`src/hdl/frontend_pkg.sv`:
```
// ====================
// shared types for the in-order front end (fetch, buffer, decode)
// instruction lines are 128 bits, slot 0 in the low word
// decoder covers a small RV32I subset, anything else is op_illegal
// ====================

`default_nettype none

package frontend_pkg;

  localparam int XLEN        = 32;
  localparam int FETCH_WIDTH = 4;
  localparam int LINE_BITS   = FETCH_WIDTH * XLEN;
  localparam int LINE_BYTES  = LINE_BITS / 8;

  // RV32I major opcodes handled by the decoder
  typedef enum logic [6:0] {
    opc_load   = 7'b000_0011,
    opc_op_imm = 7'b001_0011,
    opc_store  = 7'b010_0011,
    opc_op     = 7'b011_0011,
    opc_lui    = 7'b011_0111,
    opc_branch = 7'b110_0011,
    opc_jal    = 7'b110_1111
  } rv_opcode_t;

  // funct7 values for register ALU ops
  localparam logic [6:0] FUNCT7_BASE = 7'b000_0000;
  localparam logic [6:0] FUNCT7_ALT  = 7'b010_0000;

  // micro-op kinds
  typedef enum logic [3:0] {
    op_add,
    op_sub,
    op_and,
    op_or,
    op_xor,
    op_slt,
    op_addi,
    op_lui,
    op_load,
    op_store,
    op_branch,
    op_jal,
    op_illegal
  } uop_opcode_t;

  // one fetched instruction
  typedef struct packed {
    logic            valid;
    logic [XLEN-1:0] pc;
    logic [XLEN-1:0] inst;
  } fetch_entry_t;

  // one decoded instruction
  // register index fields always carry the raw instruction bits
  typedef struct packed {
    logic            valid;
    logic [XLEN-1:0] pc;
    uop_opcode_t     opcode;
    logic [4:0]      rs1;
    logic [4:0]      rs2;
    logic [4:0]      rd;
    logic            rs1_valid;
    logic            rs2_valid;
    logic            rd_valid;
    logic [XLEN-1:0] imm;
  } micro_op_t;

  // restart request from outside
  typedef struct packed {
    logic            valid;
    logic [XLEN-1:0] pc;
  } redirect_t;

endpackage

`default_nettype wire

```
`src/hdl/inst_fetch.sv`:
```
// ====================
// one outstanding line request, address held until icache_valid
// redirect pc must be word aligned, it may sit mid-line
// a response is dropped when the buffer has no room for a line
// ====================

`default_nettype none

module inst_fetch #(
  parameter logic [frontend_pkg::XLEN-1:0] RESET_PC = 32'h0000_1000
) (
  input  logic                                                  clock,
  input  logic                                                  reset,
  input  frontend_pkg::redirect_t                               redirect,
  input  logic [frontend_pkg::LINE_BITS-1:0]                    icache_data,
  input  logic                                                  icache_valid,
  input  logic                                                  room,
  output logic [frontend_pkg::XLEN-1:0]                         icache_addr,
  output frontend_pkg::fetch_entry_t [frontend_pkg::FETCH_WIDTH-1:0] packet,
  output logic                                                  packet_write
);

  import frontend_pkg::*;

  localparam int SLOT_W = $clog2(FETCH_WIDTH);
  localparam int OFS_W  = $clog2(LINE_BYTES);

  logic [XLEN-1:0]   pc;
  logic [XLEN-1:0]   line_addr;
  logic [SLOT_W-1:0] word_ofs;
  logic              accept;

  assign line_addr = {pc[XLEN-1:OFS_W], {OFS_W{1'b0}}};
  assign word_ofs  = pc[OFS_W-1:2];
  assign accept    = icache_valid && room;

  assign icache_addr = line_addr;

  // slots below the entry word are skipped
  always_comb begin
    for (int i = 0; i < FETCH_WIDTH; i++) begin
      packet[i].valid = icache_valid && (SLOT_W'(i) >= word_ofs);
      packet[i].pc    = line_addr + XLEN'(4 * i);
      packet[i].inst  = icache_data[i*XLEN +: XLEN];
    end
  end

  // response at a redirect edge belongs to the old path
  assign packet_write = accept && !redirect.valid;

  always_ff @(posedge clock) begin
    if (reset) begin
      pc <= RESET_PC;
    end else if (redirect.valid) begin
      pc <= redirect.pc;
    end else if (accept) begin
      // next line starts at slot 0
      pc <= line_addr + XLEN'(LINE_BYTES);
    end
  end

endmodule

`default_nettype wire

```
`src/hdl/fetch_buffer.sv`:
```
// ====================
// circular queue, FB_DEPTH a power of two of at least 8
// room means a whole line of FETCH_WIDTH fits
// flush drops every entry in the same edge
// ====================

`default_nettype none

module fetch_buffer #(
  parameter int DECODE_WIDTH = 2,
  parameter int FB_DEPTH     = 16
) (
  input  logic                                                  clock,
  input  logic                                                  reset,
  input  logic                                                  flush,
  input  frontend_pkg::fetch_entry_t [frontend_pkg::FETCH_WIDTH-1:0] packet,
  input  logic                                                  packet_write,
  input  logic                                                  advance,
  output logic                                                  room,
  output frontend_pkg::fetch_entry_t [DECODE_WIDTH-1:0]         window
);

  import frontend_pkg::*;

  localparam int PTR_W = $clog2(FB_DEPTH);
  localparam int CNT_W = PTR_W + 1;

  fetch_entry_t     entries [FB_DEPTH];
  logic [PTR_W-1:0] head;
  logic [PTR_W-1:0] tail;
  logic [CNT_W-1:0] count;
  logic [CNT_W-1:0] n_in;
  logic [CNT_W-1:0] n_out;
  logic [PTR_W-1:0] slot_ofs [FETCH_WIDTH];

  // compaction: each valid slot lands after the valid slots before it
  always_comb begin
    n_in = '0;
    for (int i = 0; i < FETCH_WIDTH; i++) begin
      slot_ofs[i] = n_in[PTR_W-1:0];
      if (packet_write && packet[i].valid) begin
        n_in = n_in + 1'b1;
      end
    end
  end

  // head window, valid for every entry present
  always_comb begin
    n_out = '0;
    for (int i = 0; i < DECODE_WIDTH; i++) begin
      window[i]       = entries[head + PTR_W'(i)];
      window[i].valid = CNT_W'(i) < count;
      if (advance && window[i].valid) begin
        n_out = n_out + 1'b1;
      end
    end
  end

  assign room = (CNT_W'(FB_DEPTH) - count) >= CNT_W'(FETCH_WIDTH);

  always_ff @(posedge clock) begin
    for (int i = 0; i < FETCH_WIDTH; i++) begin
      if (packet_write && packet[i].valid) begin
        entries[tail + slot_ofs[i]] <= packet[i];
      end
    end
  end

  always_ff @(posedge clock) begin
    if (reset || flush) begin
      head  <= '0;
      tail  <= '0;
      count <= '0;
    end else begin
      head  <= head + n_out[PTR_W-1:0];
      tail  <= tail + n_in[PTR_W-1:0];
      count <= count + n_in - n_out;
    end
  end

  // fetch has to honour the room check
  a_no_overrun: assert property (@(posedge clock) disable iff (reset)
    packet_write |-> room);

  a_count_bound: assert property (@(posedge clock) disable iff (reset)
    count <= CNT_W'(FB_DEPTH));

endmodule

`default_nettype wire

```
`src/hdl/inst_decode.sv`:
```
// ====================
// registered decode, one uop per window lane
// uops hold while stall is high, flush clears them
// ====================

`default_nettype none

module inst_decode #(
  parameter int DECODE_WIDTH = 2
) (
  input  logic                                          clock,
  input  logic                                          reset,
  input  logic                                          flush,
  input  logic                                          stall,
  input  frontend_pkg::fetch_entry_t [DECODE_WIDTH-1:0] window,
  output logic                                          advance,
  output frontend_pkg::micro_op_t [DECODE_WIDTH-1:0]    uops
);

  import frontend_pkg::*;

  logic [DECODE_WIDTH-1:0] lane_valid;

  function automatic micro_op_t decode_inst(input fetch_entry_t entry);
    micro_op_t       uop;
    logic [XLEN-1:0] inst;
    logic [2:0]      funct3;
    logic [6:0]      funct7;
    logic [XLEN-1:0] imm_i;
    logic [XLEN-1:0] imm_s;
    logic [XLEN-1:0] imm_b;
    logic [XLEN-1:0] imm_u;
    logic [XLEN-1:0] imm_j;
    logic            rd_write;

    uop      = '0;
    inst     = entry.inst;
    funct3   = inst[14:12];
    funct7   = inst[31:25];
    rd_write = 1'b0;
    imm_i    = {{20{inst[31]}}, inst[31:20]};
    imm_s    = {{20{inst[31]}}, inst[31:25], inst[11:7]};
    imm_b    = {{19{inst[31]}}, inst[31], inst[7], inst[30:25], inst[11:8], 1'b0};
    imm_u    = {inst[31:12], 12'b0};
    imm_j    = {{11{inst[31]}}, inst[31], inst[19:12], inst[20], inst[30:21], 1'b0};

    if (entry.valid) begin
      uop.valid  = 1'b1;
      uop.pc     = entry.pc;
      uop.rs1    = inst[19:15];
      uop.rs2    = inst[24:20];
      uop.rd     = inst[11:7];
      uop.opcode = op_illegal;

      case (inst[6:0])
        opc_op: begin
          if (funct7 == FUNCT7_BASE) begin
            case (funct3)
              3'b000:  uop.opcode = op_add;
              3'b010:  uop.opcode = op_slt;
              3'b100:  uop.opcode = op_xor;
              3'b110:  uop.opcode = op_or;
              3'b111:  uop.opcode = op_and;
              default: uop.opcode = op_illegal;
            endcase
          end else if (funct7 == FUNCT7_ALT && funct3 == 3'b000) begin
            uop.opcode = op_sub;
          end
        end
        opc_op_imm: if (funct3 == 3'b000) uop.opcode = op_addi;
        opc_lui:    uop.opcode = op_lui;
        opc_load:   if (funct3 == 3'b010) uop.opcode = op_load;
        opc_store:  if (funct3 == 3'b010) uop.opcode = op_store;
        // 010 and 011 are not branch conditions
        opc_branch: if (funct3[2:1] != 2'b01) uop.opcode = op_branch;
        opc_jal:    uop.opcode = op_jal;
        default:    uop.opcode = op_illegal;
      endcase

      // operand usage by format
      case (uop.opcode)
        op_add, op_sub, op_and, op_or, op_xor, op_slt: begin
          uop.rs1_valid = 1'b1;
          uop.rs2_valid = 1'b1;
          rd_write      = 1'b1;
        end
        op_addi, op_load: begin
          uop.rs1_valid = 1'b1;
          uop.imm       = imm_i;
          rd_write      = 1'b1;
        end
        op_lui: begin
          uop.imm  = imm_u;
          rd_write = 1'b1;
        end
        op_store: begin
          uop.rs1_valid = 1'b1;
          uop.rs2_valid = 1'b1;
          uop.imm       = imm_s;
        end
        op_branch: begin
          uop.rs1_valid = 1'b1;
          uop.rs2_valid = 1'b1;
          uop.imm       = imm_b;
        end
        op_jal: begin
          uop.imm  = imm_j;
          rd_write = 1'b1;
        end
        default: uop.imm = '0;
      endcase

      // x0 is never a destination
      uop.rd_valid = rd_write && (uop.rd != 5'd0);
    end
    return uop;
  endfunction

  assign advance = !stall;

  always_ff @(posedge clock) begin
    if (reset || flush) begin
      uops <= '0;
    end else if (advance) begin
      for (int i = 0; i < DECODE_WIDTH; i++) begin
        uops[i] <= decode_inst(window[i]);
      end
    end
  end

  always_comb begin
    for (int i = 0; i < DECODE_WIDTH; i++) begin
      lane_valid[i] = uops[i].valid;
    end
  end

  // lanes fill from lane 0 with no holes, as the buffer window does
  a_lanes_packed: assert property (@(posedge clock) disable iff (reset)
    (lane_valid & (lane_valid + 1'b1)) == '0);

endmodule

`default_nettype wire

```
`src/hdl/frontend.sv`:
```
// ====================
// fetch, fetch buffer and decode in order
// redirect flushes all stages, stall holds uops
// ====================

`default_nettype none

module frontend #(
  parameter int                            DECODE_WIDTH = 2,
  parameter int                            FB_DEPTH     = 16,
  parameter logic [frontend_pkg::XLEN-1:0] RESET_PC     = 32'h0000_1000
) (
  input  logic                                       clock,
  input  logic                                       reset,
  input  frontend_pkg::redirect_t                    redirect,
  input  logic [frontend_pkg::LINE_BITS-1:0]         icache_data,
  input  logic                                       icache_valid,
  input  logic                                       stall,
  output logic [frontend_pkg::XLEN-1:0]              icache_addr,
  output frontend_pkg::micro_op_t [DECODE_WIDTH-1:0] uops
);

  import frontend_pkg::*;

  fetch_entry_t [FETCH_WIDTH-1:0]  packet;
  logic                            packet_write;
  logic                            room;
  fetch_entry_t [DECODE_WIDTH-1:0] window;
  logic                            advance;

  inst_fetch #(
    .RESET_PC (RESET_PC)
  ) fetch_i (
    .clock        (clock),
    .reset        (reset),
    .redirect     (redirect),
    .icache_data  (icache_data),
    .icache_valid (icache_valid),
    .room         (room),
    .icache_addr  (icache_addr),
    .packet       (packet),
    .packet_write (packet_write)
  );

  fetch_buffer #(
    .DECODE_WIDTH (DECODE_WIDTH),
    .FB_DEPTH     (FB_DEPTH)
  ) buffer_i (
    .clock        (clock),
    .reset        (reset),
    .flush        (redirect.valid),
    .packet       (packet),
    .packet_write (packet_write),
    .advance      (advance),
    .room         (room),
    .window       (window)
  );

  inst_decode #(
    .DECODE_WIDTH (DECODE_WIDTH)
  ) decode_i (
    .clock   (clock),
    .reset   (reset),
    .flush   (redirect.valid),
    .stall   (stall),
    .window  (window),
    .advance (advance),
    .uops    (uops)
  );

endmodule

`default_nettype wire

```
`config.mk`:
```
export PLATFORM = sky130hd
export DESIGN_NAME = frontend
export DESIGN_NICKNAME = d
export VERILOG_FILES = /design/src/hdl/frontend_pkg.sv /design/src/hdl/inst_fetch.sv /design/src/hdl/fetch_buffer.sv /design/src/hdl/inst_decode.sv /design/src/hdl/frontend.sv
export SDC_FILE = /design/constraint.sdc
export NUM_CORES = 2
export LEC_CHECK = 0
export ABC_AREA = 0
export BUFFER_PORTS_ARGS = -buffer_cell sky130_fd_sc_hd__clkbuf_2
export CORE_MARGIN = 2
export CORE_UTILIZATION = 27
export DETAILED_ROUTE_END_ITERATION = 6
export PLACE_DENSITY = 0.42
export SLEW_MARGIN = 10
export SYNTH_ARGS = -nofsm -noshare
export SYNTH_HDL_FRONTEND = slang
export SYNTH_SLANG_ARGS = --single-unit
```
`constraint.sdc`:
```
create_clock -name clock -period 20.6 [get_ports clock]
set_input_delay 1.03 -clock clock [delete_from_list [all_inputs] [get_ports clock]]
set_output_delay 1.03 -clock clock [all_outputs]
set_load 0.02 [all_outputs]
```
Yosys cells after proc, flatten, opt, wreduce, memory -nomap -nowiden
Memories as Yosys holds them, arrays and structs flattened. A register that Yosys moved wholly into a read port is not among the register bits.
Cells that the tools add are included.
Widths: inputs -> output; s select.

word-level totals
  register bits = 219
  RAM bits = 1040
  input bits = 165
  output and inout bits = 206
  memories = 1

cells by class
  add/sub/neg operators = 17
  order comparisons = 7
  equal/unequal tests = 48
  muxes and demuxes = 55
  reductions and logical operators = 36

memory list
  name              words  bits a word  read ports  clocked after Yosys merged registers in  write ports  RTL line            RTL
  buffer_i.entries  16     65           2           1                                        4            fetch_buffer.sv:28  fetch_entry_t entries [FB_DEPTH];

operators by type and width
  cell                   count
  $pmux 32 s5            2
  $mux 87                2
  $add 32x4->32 const B  2
  $mux 32                2
  $eq 7x6->1 const B     8
  $pmux 4 s7             2
  $mux 4                 13
  $pmux 4 s5             2
  $reduce_or 10->1       4
  $add 32x3->32 const B  1
  $add 32x5->32 const B  1
  $eq 4x3->1 const B     8
  $eq 4x4->1 const B     8
  $eq 7x7->1 const B     4
  $mux 1                 22
  $mux 5                 4
  $eq 3x3->1 const B     6
  $mux 3                 6
  $add 4x4->4            4
  $eq 4x2->1 const B     4
  $logic_and 1x1->1      16
  $reduce_or 8->1        2
  $eq 7x2->1 const B     2
  $eq 7x5->1 const B     2
  22 further kinds       36

Longest topological paths before layout
An unclocked memory read counts as a cell.

  depth in word-level cells = 18
  mapped depth = 20
  depth with buffers taken out = 18

By module
A second synthesis with hierarchy kept.

unflattened totals
  cells, all modules = 10834
  area, all modules = 108132.5 µm²

modules (own cells, without submodules)
  module        times used  cells an instance  area an instance (µm²)  sequential area each (µm²)
  fetch_buffer  1           9573               97260.8                 31009.7
  inst_decode   1           755                6946.7                  3483.3
  inst_fetch    1           506                3925.0                  600.6

Least setup slack after synthesis
Ideal clock, no wire load.

  path type = input-to-reg
  start point = in redirect[32] (netlist name)
  end point = mem buffer_i.entries[3][0] (netlist name), enable pin
  library setup time = 938 ps
  data arrival time = 6097 ps
  required time = 19662 ps
  slack = 13565 ps
  cell stages on the path = 16
  buffers on the path = 3
  path through = clkbuf_1 > or3_1 > clkbuf_1 > nor2_1 > inv_1 > ha_1 > xnor2_1 > ha_1 > inv_1 > fa_1 > xnor2_1 > xor2_1 > nor2_1 > nand2_1 > clkbuf_1 > nand4_1

RTL lines
  what         RTL line            RTL
  from (decl)  frontend.sv:15      input frontend_pkg::redirect_t redirect,
  to (decl)    fetch_buffer.sv:28

==> impl_summary.log <==
[metrics] result of the run: complete, but fails checks
[metrics] violated checks: design-rule violations
[metrics] maximum vdd ir drop: 0.0000955 V
[metrics] Setup crit start kind: flip-flop
[metrics] Max Cap Violations: 0
[metrics] crit path max fanout: 35
[metrics] share of flip-flops with an asynchronous set or reset after synthesis: 0%
[metrics] initial antenna violation count: 57
[metrics] layout cells sized above 1: approximately a third
[metrics] count of TritonRoute iterations in the first routing pass: 7
[metrics] final standard cell utilization of the core: 30.8%
[metrics] ordered cell list for the critical path: o211ai_1 -> o221ai_1 -> or3_1 -> nor2_1 -> inv_1 -> ha_1 -> xnor2_1 -> ha_1 -> inv_1 -> fa_1 -> xnor2_1 -> xor2_1 -> and2_1 -> nand2_2 -> buf_4 -> nand3_4 -> buf_4
[metrics] met3 wire length: approximately 30000 um
[metrics] CTS Root Buffer Type: sky130_fd_sc_hd__clkbuf_16
[metrics] filler cell count: about 27k
[metrics] final-report max-slew violation count: 0
[metrics] CTS tree: done
[metrics] fin crit period: around 7.1 ns
[metrics] combinational group share of total power: about a third
[metrics] area of the mapped netlist: 73000 sq um
[metrics] CTS hold repair buffers: 0
[metrics] Floorplan Core Area: 268000 sq um
[metrics] # H-tree levels: 4
[metrics] sequential-to-total area share from yosys stat: a little under half
[metrics] summed negative setup slack over all endpoints: 0 ns
[metrics] clock latency on the worst-skew pair: approximately 0.85 ns
[metrics] detailed-route DRC error count: 3
[metrics] Syn-to-layout area delta: 13.2%
[metrics] final weighted congestion of routability-driven global placement: approximately 0.89
[metrics] data arrival time at the worst-slack endpoint: about 7.5 ns
[metrics] number of distinct standard cells referenced by the synthesized netlist: 90
[metrics] internal power: 5.24 mW
[metrics] Leakage: 29.3 nW
[metrics] delay contributed by the slowest stage of the critical path: between 1 and 1.5 ns
[metrics] Final Setup Violations: 0
[metrics] post-synthesis area per instance: roughly 12 sq um
[metrics] #FFs+latches synth: ~1.2k
[metrics] switch share: 34.8%
[metrics] sequential cell fraction of total power: a little over a third
[metrics] clock group share of total power: 32.3%
[metrics] RSZ-0062 raised after global routing: false
[metrics] GR Util All Layers: around a quarter
[metrics] average via count per standard cell: approximately 5.6
[metrics] uppermost layer routed: met5
[metrics] worst relative slew slack: around 14%
[metrics] worst setup path class: flip-flop to flip-flop
[metrics] crit path max-delay cell type: sky130_fd_sc_hd__nand3_4
[metrics] capturing element type of the critical path: flip-flop
[metrics] WL met1: between 100000 and 150000 um
[metrics] Die Height: about 520 um
[metrics] pin count of the biggest net entering global routing: about 140
[metrics] Gate Count Post-Synth: between 5k and 6k
[metrics] post-cts sizing count: 0
[metrics] final net count: between 6k and 7k
[metrics] Period Utilization, post-route: 34.3%
[metrics] number of buffers inserted to repair setup after CTS: 0
[metrics] sum of net half-perimeters after detailed placement: about 200000 um
[metrics] Placement Rows: 190
[metrics] Post-synth EDFFs: between 900 and 1k
[metrics] final setup skew: between 0.03 and 0.04 ns
[metrics] number of warnings issued by yosys: 0
[metrics] via count of the first global-routing pass: roughly 52k
[metrics] register clock-pin slew on the reported worst setup and hold paths: 0.06 ns
[metrics] CTS sink count: about 1.2k
[metrics] Primary FF master, synth: sky130_fd_sc_hd__edfxtp_1
[metrics] global-route wire length before repair: between 400000 and 500000 um
[metrics] maximum operating frequency: approximately 0.14 GHz
[metrics] top-level port count: 371
[metrics] Post-DRT Antenna Nets: 0
[metrics] Top Family by Delay on Critical Path: simple AND/OR/NAND/NOR gates
[metrics] Die ar.: 274000 sq um
[metrics] routed length per placed instance: 34.2 um
[metrics] Design Power: 8.04 mW
[metrics] Final Hold Fails: 0
[metrics] Port Buf Inserts: 360
[metrics] kind of path behind the tightest hold check: input pin to flip-flop
[metrics] maximum clock path buffer count: 3
[metrics] total via count after detailed routing: around 54k
[metrics] TritonCTS Buffers: between 100 and 150
[metrics] starting density of the core: roughly 27%
[metrics] worst slew pin tran: between 1 and 1.5 ns
[metrics] Final Routed Wirelength: roughly 330000 um
[metrics] met2 wire length: around 150000 um
[metrics] Die Span X: around 520 um
[metrics] required time at the endpoint of the critical path: around 21 ns
[metrics] reg2reg setup slack: 13.54 ns
[metrics] total power density per cell area: slightly below 100 nW/um^2
[metrics] Iteration-0 DRC Markers: roughly 6k
[metrics] switching power: about 2.8 mW
[metrics] global route overflow: 0
[metrics] Critical path buffers and inverters: 4
layout make-up:
type / count / area [sq um] / share of cell area (%)
multi-input cells: 4062 / 36700 / 44.4
repair buffers: 498 / 2870 / 3.47
diodes: 16 / 40.0 / 0.0485
clock inverters: 69 / 647 / 0.783
flip-flops and latches: 1205 / 33700 / 40.9
inverters: 35 / 134 / 0.162
clock buffers: 194 / 4010 / 4.86
well taps: 3552 / 4440 / 5.38
logic make-up after synthesis:
logic type | Yosys count | share of synthesized area [%]
AO/OA/AOI/OAI | 931 | 7.65
XOR/XNOR | 49 | 0.650
adder cells (fa/ha/maj) | 32 | 0.597
buffers and inverters | 693 | 4.14
flip-flops | 1205 | 46.2
multiplexers | 1610 | 32.4
other | 2 | 0.0103
AND/OR/NAND/NOR | 1431 | 8.30
synth_stat cells (91+ instances only):
library cell	number	area (sq um)
sky130_fd_sc_hd__nor2_1	483	1810
sky130_fd_sc_hd__buf_2	95	475
sky130_fd_sc_hd__edfxtp_1	960	28800
sky130_fd_sc_hd__a22oi_1	91	683
sky130_fd_sc_hd__nand2_1	641	2410
sky130_fd_sc_hd__mux2i_1	521	5220
sky130_fd_sc_hd__nand3_1	122	611
sky130_fd_sc_hd__dfxtp_1	245	4900
sky130_fd_sc_hd__mux2_2	538	6060
sky130_fd_sc_hd__a21oi_1	317	1590
sky130_fd_sc_hd__o21ai_0	307	1540
sky130_fd_sc_hd__mux4_2	547	12300
sky130_fd_sc_hd__clkbuf_1	443	1660
final timing paths:
| kind | to | depth (start not counted) | from |
|---|---|---|---|
| min | fetch_i.pc[10] | 3 | redirect[10] |
| max | buffer_i.entries[14][62] | 17 | buffer_i.count[1] |
| min reg2reg | decode_i.uops[27] | 1 | decode_i.uops[27] |
| max reg2reg | buffer_i.entries[14][62] | 17 | buffer_i.count[1] |
through the flow:
step | hold WS (ns) | setup slack (ns) | area [sq um] | instances
finish | 0.414 | 13.54 | 82600 | 9631
global route | 0.385 | 13.32 | 82600 | 9619
CTS | 0.339 | 13.68 | 82500 | 9615
floorplan | 0.430 | 13.57 | 73000 | 5960
detailed placement | 0.443 | 13.05 | 77900 | 9352
global placement | 0.437 | 13.03 | 77900 | 9352
layer usage:
metal	track usage, %	vias up
li1	-	22700
met1	30.1	27700
met2	36.8	2537
met3	6.28	718
met4	11.3	68
met5	0	-
placed cells by master, fill, tap and decap left out, drive strengths merged, types with 26 or more instances in the layout:
| cell type | instances |
|---|---|
| and2 | 38 |
| mux4 | 548 |
| ha | 26 |
| nand3 | 123 |
| nand2 | 641 |
| a32oi | 33 |
| clkbuf | 552 |
| edfxtp | 960 |
| dfxtp | 245 |
| buf | 140 |
| nor2 | 484 |
| a21oi | 319 |
| mux2 | 539 |
| xor2 | 27 |
| o21ai | 329 |
| inv | 42 |
| clkinv | 55 |
| a22oi | 96 |
| mux2i | 523 |
| a22o | 27 |
| a31oi | 41 |
state kept, by name (all words and copies together), names as in the netlist:
signal and flops:
buffer_i.entries 992, decode_i.uops 170, fetch_i.pc 30, buffer_i.count 5, buffer_i.head 4, buffer_i.tail 4
power groups by stage:
stage | Combinational (mW) | Sequential [mW] | Clock [mW]
after CTS | 2.54 | 2.90 | 2.65
after global placement | 2.51 | 2.94 | 0
after floorplan | 1.62 | 2.93 | 0
after detailed placement | 2.53 | 2.95 | 0
after global routing | 2.69 | 2.91 | 2.74
final | 2.54 | 2.90 | 2.60
worst register-to-register path: cells and delay by family, from the launching register on:
kind                     cells  cell delay [ns]
AND/OR/NAND/NOR              5             2.34
buffers and inverters        4             1.71
adder cells (fa/ha/maj)      3             0.99
XOR/XNOR                     3             0.72
AO/OA/AOI/OAI                2             0.46
flip-flops                   1             0.36
Note: power is estimated with default switching activity, not from simulation.
